--- src/core_pkg.sv ---
package core_pkg;

    typedef logic [15:0] word_t;
    typedef logic [7:0]  addr_t;
    typedef logic [2:0]  reg_idx_t;

    localparam int NUM_REGS = 8;

    // instruction fields.
    localparam int OPC_MSB = 15;
    localparam int OPC_LSB = 12;
    localparam int RD_MSB  = 11;
    localparam int RS1_MSB = 8;
    localparam int RS2_MSB = 5;
    localparam int IMM6_W  = 6;
    localparam int IMM9_W  = 9;

    localparam logic [3:0] OP_NOP  = 4'd0;
    localparam logic [3:0] OP_ADD  = 4'd1;
    localparam logic [3:0] OP_SUB  = 4'd2;
    localparam logic [3:0] OP_ADDI = 4'd3;
    localparam logic [3:0] OP_LW   = 4'd4;
    localparam logic [3:0] OP_SW   = 4'd5;  // rd field is the store source.
    localparam logic [3:0] OP_BEQZ = 4'd6;
    localparam logic [3:0] OP_JMP  = 4'd7;

endpackage

--- src/pipeline_ctrl.sv ---
`timescale 1ns/10ps

module pipeline_ctrl (
    input  logic clk,
    input  logic rst,
    input  logic imem_ok_i,
    input  logic dmem_ok_i,
    input  logic mem_access_i,
    input  logic mem_is_load_i,
    input  logic id_jump_i,
    input  logic ex_branch_taken_i,
    input  logic ex_rs1_src_mem_i,
    input  logic ex_rs2_src_mem_i,
    input  logic ex_rs1_src_wb_i,
    input  logic ex_rs2_src_wb_i,
    output logic advance_o,
    output logic if_flush_o,
    output logic id_stall_o,
    output logic id_flush_o,
    output logic ex_stall_o,
    output logic ex_flush_o,
    output logic ex_rs1_buffered_o,
    output logic ex_rs2_buffered_o,
    output logic ex_rs1_use_buffer_o,
    output logic ex_rs2_use_buffer_o
);
    logic load_use;

    // whole pipeline freezes until both sides acknowledge.
    assign advance_o = imem_ok_i & (~mem_access_i | dmem_ok_i);

    assign load_use   = mem_is_load_i & (ex_rs1_src_mem_i | ex_rs2_src_mem_i);
    assign ex_stall_o = load_use;
    assign id_stall_o = load_use;
    assign ex_flush_o = load_use;  // bubble into mem.

    assign if_flush_o = ex_branch_taken_i | (id_jump_i & ~id_stall_o);
    assign id_flush_o = ex_branch_taken_i;

    // wb value leaves during the stall.
    assign ex_rs1_buffered_o = ex_rs1_src_wb_i & ex_stall_o;
    assign ex_rs2_buffered_o = ex_rs2_src_wb_i & ex_stall_o;

    always_ff @(posedge clk) begin
        if (rst) begin
            ex_rs1_use_buffer_o <= 1'b0;
            ex_rs2_use_buffer_o <= 1'b0;
        end else if (advance_o) begin
            ex_rs1_use_buffer_o <= ex_rs1_buffered_o;  // lasts one advance.
            ex_rs2_use_buffer_o <= ex_rs2_buffered_o;
        end
    end

endmodule

--- src/fetch_stage.sv ---
`timescale 1ns/10ps

module fetch_stage (
    input  logic            clk,
    input  logic            rst,
    input  logic            advance_i,
    input  logic            if_flush_i,
    input  logic            id_stall_i,
    input  logic            id_jump_i,
    input  core_pkg::addr_t jump_target_i,
    input  logic            branch_taken_i,
    input  core_pkg::addr_t branch_target_i,
    input  core_pkg::word_t imem_rdata_i,
    output core_pkg::addr_t imem_addr_o,
    output logic            id_valid_o,
    output core_pkg::word_t id_instr_o,
    output core_pkg::addr_t id_pc_o
);
    import core_pkg::*;

    addr_t pc;
    addr_t pc_next;
    logic  load;

    assign imem_addr_o = pc;
    assign load        = advance_i & ~id_stall_i;

    always_comb begin
        if (branch_taken_i) begin
            pc_next = branch_target_i;
        end else if (id_jump_i) begin
            pc_next = jump_target_i;
        end else begin
            pc_next = pc + 8'd1;
        end
    end

    always_ff @(posedge clk) begin
        if (rst) begin
            pc         <= '0;
            id_valid_o <= 1'b0;
        end else if (load) begin
            pc         <= pc_next;
            id_valid_o <= ~if_flush_i;  // flushed slot becomes a bubble.
        end
    end

    always_ff @(posedge clk) begin
        if (load) begin
            id_instr_o <= imem_rdata_i;
            id_pc_o    <= pc;
        end
    end

endmodule

--- src/decode_stage.sv ---
`timescale 1ns/10ps

module decode_stage (
    input  logic               clk,
    input  logic               rst,
    input  logic               advance_i,
    input  logic               id_stall_i,
    input  logic               id_flush_i,
    input  logic               valid_i,
    input  core_pkg::word_t    instr_i,
    input  core_pkg::addr_t    pc_i,
    input  logic               wb_valid_i,
    input  core_pkg::reg_idx_t wb_rd_i,
    input  core_pkg::word_t    wb_data_i,
    output logic               jump_o,
    output core_pkg::addr_t    jump_target_o,
    output logic               ex_valid_o,
    output logic [3:0]         ex_op_o,
    output core_pkg::reg_idx_t ex_rd_o,
    output core_pkg::reg_idx_t ex_rs1_o,
    output core_pkg::reg_idx_t ex_rs2_o,
    output core_pkg::word_t    ex_a_o,
    output core_pkg::word_t    ex_b_o,
    output core_pkg::word_t    ex_imm_o,
    output core_pkg::addr_t    ex_pc_o
);
    import core_pkg::*;

    word_t            regs [NUM_REGS];
    logic [3:0]       op;
    reg_idx_t         rd;
    reg_idx_t         rs1;
    reg_idx_t         rs2;
    word_t            imm6;
    logic [IMM9_W-1:0] imm9;
    word_t            a;
    word_t            b;
    logic             load;

    assign op   = instr_i[OPC_MSB:OPC_LSB];
    assign rd   = instr_i[RD_MSB -: $bits(reg_idx_t)];
    assign imm6 = {{($bits(word_t) - IMM6_W){instr_i[IMM6_W-1]}}, instr_i[IMM6_W-1:0]};
    assign imm9 = instr_i[IMM9_W-1:0];

    // unused sources read r0 so they never match.
    assign rs1 = (op == OP_NOP || op == OP_JMP) ? '0 : instr_i[RS1_MSB -: $bits(reg_idx_t)];

    always_comb begin
        case (op)
            OP_ADD, OP_SUB: rs2 = instr_i[RS2_MSB -: $bits(reg_idx_t)];
            OP_SW:          rs2 = rd;
            default:        rs2 = '0;
        endcase
    end

    // r0 reads zero, same-cycle writeback passes through.
    assign a = (rs1 == '0) ? '0 :
               (wb_valid_i && wb_rd_i == rs1) ? wb_data_i : regs[rs1];
    assign b = (rs2 == '0) ? '0 :
               (wb_valid_i && wb_rd_i == rs2) ? wb_data_i : regs[rs2];

    always_ff @(posedge clk) begin
        if (wb_valid_i && wb_rd_i != '0) begin
            regs[wb_rd_i] <= wb_data_i;
        end
    end

    assign jump_o        = valid_i & (op == OP_JMP);
    assign jump_target_o = pc_i + 8'd1 + addr_t'(imm9);  // wraps in 8 bits.

    assign load = advance_i & ~id_stall_i;

    always_ff @(posedge clk) begin
        if (rst) begin
            ex_valid_o <= 1'b0;
        end else if (advance_i && id_flush_i) begin
            ex_valid_o <= 1'b0;
        end else if (load) begin
            ex_valid_o <= valid_i;
        end
    end

    always_ff @(posedge clk) begin
        if (load) begin
            ex_op_o  <= op;
            ex_rd_o  <= rd;
            ex_rs1_o <= rs1;
            ex_rs2_o <= rs2;
            ex_a_o   <= a;
            ex_b_o   <= b;
            ex_imm_o <= imm6;
            ex_pc_o  <= pc_i;
        end
    end

endmodule

--- src/execute_stage.sv ---
`timescale 1ns/10ps

module execute_stage (
    input  logic               clk,
    input  logic               rst,
    input  logic               advance_i,
    input  logic               ex_stall_i,
    input  logic               ex_flush_i,
    input  logic               rs1_buffered_i,
    input  logic               rs2_buffered_i,
    input  logic               rs1_use_buffer_i,
    input  logic               rs2_use_buffer_i,
    input  logic               valid_i,
    input  logic [3:0]         op_i,
    input  core_pkg::reg_idx_t rd_i,
    input  core_pkg::reg_idx_t rs1_i,
    input  core_pkg::reg_idx_t rs2_i,
    input  core_pkg::word_t    a_i,
    input  core_pkg::word_t    b_i,
    input  core_pkg::word_t    imm_i,
    input  core_pkg::addr_t    pc_i,
    input  core_pkg::reg_idx_t mem_rd_i,
    input  logic               mem_wr_i,
    input  core_pkg::word_t    mem_result_i,
    input  core_pkg::reg_idx_t wb_rd_i,
    input  logic               wb_valid_i,
    input  core_pkg::word_t    wb_data_i,
    output logic               rs1_src_mem_o,
    output logic               rs2_src_mem_o,
    output logic               rs1_src_wb_o,
    output logic               rs2_src_wb_o,
    output logic               branch_taken_o,
    output core_pkg::addr_t    branch_target_o,
    output logic               mem_valid_o,
    output logic [3:0]         mem_op_o,
    output core_pkg::reg_idx_t mem_rd_o,
    output core_pkg::word_t    mem_result_o,
    output core_pkg::word_t    mem_store_data_o
);
    import core_pkg::*;

    word_t rs1_buf;
    word_t rs2_buf;
    word_t op_a;
    word_t op_b;
    word_t result;

    assign rs1_src_mem_o = valid_i & mem_wr_i & (mem_rd_i == rs1_i);
    assign rs2_src_mem_o = valid_i & mem_wr_i & (mem_rd_i == rs2_i);

    // younger write in mem shadows wb.
    assign rs1_src_wb_o = valid_i & wb_valid_i & (wb_rd_i == rs1_i) & ~rs1_src_mem_o;
    assign rs2_src_wb_o = valid_i & wb_valid_i & (wb_rd_i == rs2_i) & ~rs2_src_mem_o;

    always_ff @(posedge clk) begin
        if (advance_i && rs1_buffered_i) begin
            rs1_buf <= wb_data_i;
        end
        if (advance_i && rs2_buffered_i) begin
            rs2_buf <= wb_data_i;
        end
    end

    always_comb begin
        if (rs1_use_buffer_i) begin
            op_a = rs1_buf;
        end else if (rs1_src_mem_o) begin
            op_a = mem_result_i;
        end else if (rs1_src_wb_o) begin
            op_a = wb_data_i;
        end else begin
            op_a = a_i;
        end
    end

    always_comb begin
        if (rs2_use_buffer_i) begin
            op_b = rs2_buf;
        end else if (rs2_src_mem_o) begin
            op_b = mem_result_i;
        end else if (rs2_src_wb_o) begin
            op_b = wb_data_i;
        end else begin
            op_b = b_i;
        end
    end

    always_comb begin
        case (op_i)
            OP_ADD:  result = op_a + op_b;
            OP_SUB:  result = op_a - op_b;
            default: result = op_a + imm_i;  // addi and memory address.
        endcase
    end

    // operand is stale while stalled on a load.
    assign branch_taken_o  = valid_i & (op_i == OP_BEQZ) & (op_a == '0) & ~ex_stall_i;
    assign branch_target_o = pc_i + 8'd1 + addr_t'(imm_i);

    always_ff @(posedge clk) begin
        if (rst) begin
            mem_valid_o <= 1'b0;
        end else if (advance_i) begin
            mem_valid_o <= valid_i & ~ex_flush_i;
        end
    end

    always_ff @(posedge clk) begin
        if (advance_i) begin
            mem_op_o         <= op_i;
            mem_rd_o         <= rd_i;
            mem_result_o     <= result;
            mem_store_data_o <= op_b;
        end
    end

endmodule

--- src/memory_stage.sv ---
`timescale 1ns/10ps

module memory_stage (
    input  logic               clk,
    input  logic               rst,
    input  logic               advance_i,
    input  logic               valid_i,
    input  logic [3:0]         op_i,
    input  core_pkg::reg_idx_t rd_i,
    input  core_pkg::word_t    result_i,
    input  core_pkg::word_t    store_data_i,
    input  core_pkg::word_t    dmem_rdata_i,
    output logic               dmem_req_o,
    output logic               dmem_we_o,
    output core_pkg::addr_t    dmem_addr_o,
    output core_pkg::word_t    dmem_wdata_o,
    output logic               access_o,
    output logic               is_load_o,
    output logic               wr_o,
    output logic               wb_valid_o,
    output core_pkg::reg_idx_t wb_rd_o,
    output core_pkg::word_t    wb_data_o
);
    import core_pkg::*;

    assign is_load_o = valid_i & (op_i == OP_LW);
    assign access_o  = valid_i & (op_i == OP_LW || op_i == OP_SW);

    // request held until acknowledged.
    assign dmem_req_o   = access_o;
    assign dmem_we_o    = valid_i & (op_i == OP_SW);
    assign dmem_addr_o  = addr_t'(result_i);
    assign dmem_wdata_o = store_data_i;

    // writes to r0 are dropped here.
    assign wr_o = valid_i & (rd_i != '0) & (op_i inside {OP_ADD, OP_SUB, OP_ADDI, OP_LW});

    always_ff @(posedge clk) begin
        if (rst) begin
            wb_valid_o <= 1'b0;
        end else if (advance_i) begin
            wb_valid_o <= wr_o;
        end
    end

    always_ff @(posedge clk) begin
        if (advance_i) begin
            wb_rd_o   <= rd_i;
            wb_data_o <= is_load_o ? dmem_rdata_i : result_i;  // load data valid on ack.
        end
    end

endmodule

--- src/mini_core_top.sv ---
`timescale 1ns/10ps

module mini_core_top (
    input  logic               clk,
    input  logic               rst,
    output core_pkg::addr_t    imem_addr_o,
    input  core_pkg::word_t    imem_rdata_i,
    input  logic               imem_ok_i,
    output logic               dmem_req_o,
    output logic               dmem_we_o,
    output core_pkg::addr_t    dmem_addr_o,
    output core_pkg::word_t    dmem_wdata_o,
    input  core_pkg::word_t    dmem_rdata_i,
    input  logic               dmem_ok_i,
    output logic               wb_valid_o,
    output core_pkg::reg_idx_t wb_rd_o,
    output core_pkg::word_t    wb_data_o
);
    import core_pkg::*;

    logic       advance;
    logic       if_flush;
    logic       id_stall;
    logic       id_flush;
    logic       ex_stall;
    logic       ex_flush;
    logic       rs1_buffered;
    logic       rs2_buffered;
    logic       rs1_use_buffer;
    logic       rs2_use_buffer;
    logic       id_jump;
    addr_t      jump_target;
    logic       branch_taken;
    addr_t      branch_target;
    logic       rs1_src_mem;
    logic       rs2_src_mem;
    logic       rs1_src_wb;
    logic       rs2_src_wb;
    logic       mem_access;
    logic       mem_is_load;
    logic       mem_wr;

    // IF/ID.
    logic       id_valid;
    word_t      id_instr;
    addr_t      id_pc;

    // ID/EX.
    logic       ex_valid;
    logic [3:0] ex_op;
    reg_idx_t   ex_rd;
    reg_idx_t   ex_rs1;
    reg_idx_t   ex_rs2;
    word_t      ex_a;
    word_t      ex_b;
    word_t      ex_imm;
    addr_t      ex_pc;

    // EX/MEM.
    logic       mem_valid;
    logic [3:0] mem_op;
    reg_idx_t   mem_rd;
    word_t      mem_result;
    word_t      mem_store_data;

    pipeline_ctrl u_ctrl (
        .clk                 (clk),
        .rst                 (rst),
        .imem_ok_i           (imem_ok_i),
        .dmem_ok_i           (dmem_ok_i),
        .mem_access_i        (mem_access),
        .mem_is_load_i       (mem_is_load),
        .id_jump_i           (id_jump),
        .ex_branch_taken_i   (branch_taken),
        .ex_rs1_src_mem_i    (rs1_src_mem),
        .ex_rs2_src_mem_i    (rs2_src_mem),
        .ex_rs1_src_wb_i     (rs1_src_wb),
        .ex_rs2_src_wb_i     (rs2_src_wb),
        .advance_o           (advance),
        .if_flush_o          (if_flush),
        .id_stall_o          (id_stall),
        .id_flush_o          (id_flush),
        .ex_stall_o          (ex_stall),
        .ex_flush_o          (ex_flush),
        .ex_rs1_buffered_o   (rs1_buffered),
        .ex_rs2_buffered_o   (rs2_buffered),
        .ex_rs1_use_buffer_o (rs1_use_buffer),
        .ex_rs2_use_buffer_o (rs2_use_buffer)
    );

    fetch_stage u_fetch (
        .clk             (clk),
        .rst             (rst),
        .advance_i       (advance),
        .if_flush_i      (if_flush),
        .id_stall_i      (id_stall),
        .id_jump_i       (id_jump),
        .jump_target_i   (jump_target),
        .branch_taken_i  (branch_taken),
        .branch_target_i (branch_target),
        .imem_rdata_i    (imem_rdata_i),
        .imem_addr_o     (imem_addr_o),
        .id_valid_o      (id_valid),
        .id_instr_o      (id_instr),
        .id_pc_o         (id_pc)
    );

    decode_stage u_decode (
        .clk           (clk),
        .rst           (rst),
        .advance_i     (advance),
        .id_stall_i    (id_stall),
        .id_flush_i    (id_flush),
        .valid_i       (id_valid),
        .instr_i       (id_instr),
        .pc_i          (id_pc),
        .wb_valid_i    (wb_valid_o),
        .wb_rd_i       (wb_rd_o),
        .wb_data_i     (wb_data_o),
        .jump_o        (id_jump),
        .jump_target_o (jump_target),
        .ex_valid_o    (ex_valid),
        .ex_op_o       (ex_op),
        .ex_rd_o       (ex_rd),
        .ex_rs1_o      (ex_rs1),
        .ex_rs2_o      (ex_rs2),
        .ex_a_o        (ex_a),
        .ex_b_o        (ex_b),
        .ex_imm_o      (ex_imm),
        .ex_pc_o       (ex_pc)
    );

    execute_stage u_execute (
        .clk              (clk),
        .rst              (rst),
        .advance_i        (advance),
        .ex_stall_i       (ex_stall),
        .ex_flush_i       (ex_flush),
        .rs1_buffered_i   (rs1_buffered),
        .rs2_buffered_i   (rs2_buffered),
        .rs1_use_buffer_i (rs1_use_buffer),
        .rs2_use_buffer_i (rs2_use_buffer),
        .valid_i          (ex_valid),
        .op_i             (ex_op),
        .rd_i             (ex_rd),
        .rs1_i            (ex_rs1),
        .rs2_i            (ex_rs2),
        .a_i              (ex_a),
        .b_i              (ex_b),
        .imm_i            (ex_imm),
        .pc_i             (ex_pc),
        .mem_rd_i         (mem_rd),
        .mem_wr_i         (mem_wr),
        .mem_result_i     (mem_result),
        .wb_rd_i          (wb_rd_o),
        .wb_valid_i       (wb_valid_o),
        .wb_data_i        (wb_data_o),
        .rs1_src_mem_o    (rs1_src_mem),
        .rs2_src_mem_o    (rs2_src_mem),
        .rs1_src_wb_o     (rs1_src_wb),
        .rs2_src_wb_o     (rs2_src_wb),
        .branch_taken_o   (branch_taken),
        .branch_target_o  (branch_target),
        .mem_valid_o      (mem_valid),
        .mem_op_o         (mem_op),
        .mem_rd_o         (mem_rd),
        .mem_result_o     (mem_result),
        .mem_store_data_o (mem_store_data)
    );

    memory_stage u_memory (
        .clk          (clk),
        .rst          (rst),
        .advance_i    (advance),
        .valid_i      (mem_valid),
        .op_i         (mem_op),
        .rd_i         (mem_rd),
        .result_i     (mem_result),
        .store_data_i (mem_store_data),
        .dmem_rdata_i (dmem_rdata_i),
        .dmem_req_o   (dmem_req_o),
        .dmem_we_o    (dmem_we_o),
        .dmem_addr_o  (dmem_addr_o),
        .dmem_wdata_o (dmem_wdata_o),
        .access_o     (mem_access),
        .is_load_o    (mem_is_load),
        .wr_o         (mem_wr),
        .wb_valid_o   (wb_valid_o),
        .wb_rd_o      (wb_rd_o),
        .wb_data_o    (wb_data_o)
    );

endmodule

--- config.mk ---
export PLATFORM = sky130hd
export DESIGN_NAME = mini_core_top
export DESIGN_NICKNAME = d
export VERILOG_FILES = /design/src/core_pkg.sv /design/src/pipeline_ctrl.sv /design/src/fetch_stage.sv /design/src/decode_stage.sv /design/src/execute_stage.sv /design/src/memory_stage.sv /design/src/mini_core_top.sv
export SDC_FILE = /design/constraint.sdc
export NUM_CORES = 1
export LEC_CHECK = 0
export ABC_AREA = 1
export BUFFER_PORTS_ARGS = -buffer_cell sky130_fd_sc_hd__buf_2
export CORE_MARGIN = 4
export CORE_UTILIZATION = 45
export DETAILED_ROUTE_END_ITERATION = 6
export PLACE_DENSITY = 0.67
export SLEW_MARGIN = 20
export SYNTH_ARGS = -nofsm -noshare
export SYNTH_HDL_FRONTEND = slang
export SYNTH_SLANG_ARGS = --single-unit
export TNS_END_PERCENT = 5
--- constraint.sdc ---
create_clock -name clk -period 8.9 [get_ports clk]
set_clock_uncertainty 0.15 [all_clocks]
set_input_delay 0.89 -clock clk [delete_from_list [all_inputs] [get_ports clk]]
set_output_delay 0.89 -clock clk [all_outputs]
set_load 0.05 [all_outputs]
==> summary.md <==
| Metric | Value |
|---|---|
| Total core area | `roughly 37000 um2` |
| Sw frac | `0.2921` |
| ANT nets after route | `0` |
| Antenna violations before repair | `0` |
| CTS buffer count | `37` |
| Average wire per standard cell | `19.94 um` |
| R2r endpoint | `u_execute.mem_result_o[12]$_DFFE_PP_` |
| Vias in the first global route | `13320` |
| Worst-path clk slew | `roughly 0.06 ns` |
| Area leader, netlist | `edfxtp_1` |
| Clk Tree Root Cell | `clkbuf_16` |
| Setup Crit Path Kind | `reg -> reg` |
| Min cycle time layout | `approximately 4.9 ns` |
| Fmax | `0.2032 GHz` |
| Hold Buf Count CTS | `0` |
| Post-synthesis mux area share | `0` |
| Avg Inst Size Synth | `about 9.4 um2` |
| Clock sink count | `315` |
| # diodes | `0` |
| Max_slew headroom | `0.3098` |
| Critical path required time | `9.02 ns` |
| Chip Width | `201.9 um` |
| I/O Pins | `90` |
| RSZ-0062 raised after global routing | `no` |
| Adder-Cell Fraction of Synth Area | `0.02945` |
| Global-route wire length before repair | `about 75 mm` |
| Final Setup Violations | `0` |
| GPL Wtd Cong | `0.8737` |
| Power Dens Cells | `208.9 nW/um2` |
| Pleak | `approximately 0.008 uW` |
| Worst reg-to-reg setup slack | `between 3 and 4 ns` |
| Initial Utilization | `0.4586` |
| Switch Pwr | `1163 uW` |
| Global-route usage over all layers | `0.2329` |
| Initial DRC count | `1230` |
| Fin. max-slew vios | `0` |
| Number of enable flip-flop cells after synthesis | `roughly 300` |
| Worst reg-to-reg path cell count | `17` |
| Routed via count | `13670` |
| Area Growth Syn to Fin | `12.73%` |
| CTS H-tree depth | `2` |
| Overall routed net length | `roughly 48 mm` |
| Area of the mapped netlist | `16910 um2` |
| Worst skew pair latency | `0.54 ns` |
| Clk network pwr share | `0.368` |
| Cts repair resizes | `0` |
| CTS tree | `done` |
| Crit. End Element | `register` |
| Die footprint | `just over 40000 um2` |
| Crit share post-route | `0.5529` |
| Nets | `1973` |
| Hold Vio Cnt, Final | `0` |
| XOR/XNOR share of the synthesized area | `0.01813` |
| Flops & latches, synth | `315` |
| DRC viols | `0` |
| Port bufs | `89` |
| Largest family of logic cells by synthesized area | `simple AND/OR/NAND/NOR gates` |
| Cells after Synth | `~1800` |
| Hold/Removal Path Class | `reg -> reg` |
| FFs w/ async S/R, synth | `0` |
| Combinational power share | `0.174` |
| Outcome | `finished, final reports clean` |
| Setup Fix Bufs, Post-CTS | `0` |
| Top-area cell type share of the netlist area | `0.5345` |
| Internal | `2819 uW` |
| IR drop worst, VDD | `110.1 uV` |
| Worst-Margin Slew | `~1.0 ns` |
| TNS Setup | `0 ns` |
| Grt total ovfl | `0` |
| Top FF cell, synth | `edfxtp_1` |
| Synth Area in Simple Gates | `0.2155` |
| Synthesis Warnings | `0` |
| CP arrival | `roughly 5.0 ns` |
| Fin util | `0.5170` |
| Pre-antenna DRT Iters | `6` |
| Min-Delay Endpoint | `u_execute.mem_rd_o[1]$_DFFE_PP_` |
| Die span in y | `201.9 um` |
| CP max FO | `15` |
| Post-synth cell types | `54` |
| Via density | `between 5 and 6` |
| Synth Area in Compound Gates | `0.1197` |
| Total of max-cap violations | `0` |
| Placed wire-length estimate | `between 30 and 40 mm` |
| Element type at the critical path start | `register` |
| Sequential area share after synthesis | `0.5511` |
| Area contributors post-synth | `edfxtp_1, nand2_1, o21ai_0` |
| Layout cell share with drive strength beyond 1 | `0.1422` |
| Pin count of the biggest net entering global routing | `70` |
| Worst Hold Path Cells | `0` |
| Hold Startpoint | `u_decode.ex_rd_o[1]$_DFFE_PP_` |
| Sequential Power Share | `0.458` |
| Row count | `70` |
| Worst R2R Start | `u_decode.ex_op_o[0]$_DFFE_PP_` |
| Clock buffer depth | `3` |
-- cells by family (layout without fill, tap and decap cells) --
logic type,count (synthesis),after routing
adder cells (fa/ha/maj),38,38
AO/OA/AOI/OAI,336,336
flip-flops,315,315
buffers and inverters,266,372
other,1,16
AND/OR/NAND/NOR,815,815
XOR/XNOR,35,35
-- area by class of cell --
type	count	area (um2)
fillers	3371	17810
well taps	504	630.6
inverters	182	683.2
multi-input cells	1240	6571
repair buffers	123	700.7
clock buffers	49	1023
flip-flops and latches	315	9319
clock inverters	18	133.9
-- layout by cell type, fill, tap and decap left out, types with 10 or more instances in the layout --
| cell type | synthesis | layout |
|---|---|---|
| nand2_1 | 455 | 454 |
| edfxtp_1 | 301 | 301 |
| inv_1 | 171 | 168 |
| nor2_1 | 147 | 146 |
| o21ai_0 | 130 | 130 |
| nand3_1 | 103 | 102 |
| buf_2 | 11 | 89 |
| a31oi_1 | 65 | 65 |
| a21oi_1 | 54 | 54 |
| clkbuf_16 | 0 | 39 |
| ha_1 | 35 | 35 |
| buf_4 | 13 | 34 |
| nand2_2 | 27 | 28 |
| xor2_1 | 23 | 23 |
| o22ai_1 | 21 | 21 |
| o32ai_1 | 17 | 17 |
| a311oi_1 | 16 | 16 |
| conb_1 | 1 | 16 |
| nor2_2 | 16 | 15 |
| nand4_1 | 15 | 15 |
| nand3_2 | 13 | 14 |
| clkinv_1 | 4 | 14 |
| dfxtp_1 | 14 | 14 |
| xnor2_1 | 12 | 12 |
| inv_2 | 7 | 10 |
-- state kept, by name, indices dropped and copies added (netlist names), 3 cells and up --
name                        cells
u_decode.ex_rs2_o               3
u_decode.ex_imm_o               6
u_fetch.imem_addr_o             8
u_execute.mem_rd_o              3
u_execute.mem_result_o         16
u_decode.ex_rd_o                3
u_decode.ex_op_o                4
u_decode.ex_a_o                16
u_fetch.id_pc_o                 8
u_execute.mem_store_data_o     16
u_execute.rs2_buf              16
u_fetch.id_instr_o             16
u_execute.rs1_buf              16
u_execute.mem_op_o              4
u_memory.wb_rd_o                3
u_decode.regs                 128
u_decode.ex_pc_o                8
u_decode.ex_b_o                16
u_memory.wb_data_o             16
u_decode.ex_rs1_o               3
-- worst max-delay path, cell delays in order (launching register included) --
cell and delay [ns]:
edfxtp_1 0.41, nand3_1 0.42, inv_1 0.29, nor2_1 0.78, inv_1 0.45, o21ai_0 0.31, ha_1 0.18, inv_1 0.06
fa_1 0.40, nand3_1 0.08, nand2_1 0.13, nand2_1 0.09, o211ai_1 0.12, a21o_1 0.19, a21oi_1 0.23, o21bai_1 0.10
a21oi_1 0.17, xnor2_1 0.08
-- synth_stat cells, types with 3 or more instances --
cell      number
nand2_1      455
edfxtp_1     301
inv_1        171
nor2_1       147
o21ai_0      130
nand3_1      103
a31oi_1       65
a21oi_1       54
clkbuf_1      51
ha_1          35
nand2_2       27
xor2_1        23
o22ai_1       21
o32ai_1       17
a311oi_1      16
nor2_2        16
nand4_1       15
dfxtp_1       14
buf_4         13
nand3_2       13
xnor2_1       12
buf_2         11
nand3b_1       9
buf_6          7
inv_2          7
nand2_4        7
a21oi_2        5
nor2_4         5
clkinv_1       4
nor2_8         4
nor3_1         4
o211ai_1       4
a22oi_1        3
fa_1           3
nor4_1         3
o21ai_1        3
or2_2          3
-- layer usage --
layer	vias up	share of wire	track usage
met5	-	0	0
li1	6404	-	-
met3	121	0.075	0.03674
met4	0	0.036	0.08716
met2	625	0.47	0.3839
met1	6521	0.42	0.3126
-- through the flow --
step                worst slack (ns)  power [uW]  instance area [um2]  std cells  hold WS, ns
global route                   3.601        4134                19060       2431       0.2865
detailed placement             4.117        2542                17900       2364       0.2590
finish                         3.979        3983                19060       2431       0.2716
global placement               4.134        2533                17900       2364       0.2544
floorplan                      4.783        2324                16970       1821       0.2503
CTS                            4.078        4003                19060       2431       0.2724
-- power by group through the flow --
stage / registers (uW) / clock network, uW / logic (uW)
after detailed placement: 1860 / 0 / 686
final: 1830 / 1460 / 693
after floorplan: 1920 / 0 / 409
after global placement: 1850 / 0 / 679
after global routing: 1830 / 1540 / 757
after CTS: 1830 / 1490 / 691
-- worst max-delay path by stage --
stage                             startpoint                                   end  slack [ns]
3_5_place_dp   u_memory.wb_rd_o[1]$_DFFE_PP_  u_execute.mem_result_o[15]$_DFFE_PP_        4.12
2_1_floorplan  u_memory.wb_rd_o[1]$_DFFE_PP_  u_execute.mem_result_o[13]$_DFFE_PP_        4.78
4_1_cts        u_memory.wb_rd_o[1]$_DFFE_PP_  u_execute.mem_result_o[15]$_DFFE_PP_        4.08
5_1_grt        u_memory.wb_rd_o[0]$_DFFE_PP_  u_execute.mem_result_o[15]$_DFFE_PP_        3.60
3_3_place_gp   u_memory.wb_rd_o[1]$_DFFE_PP_  u_execute.mem_result_o[13]$_DFFE_PP_        4.13
6_report       u_decode.ex_op_o[0]$_DFFE_PP_  u_execute.mem_result_o[12]$_DFFE_PP_        3.98
(Power assumes the default switching activity.)
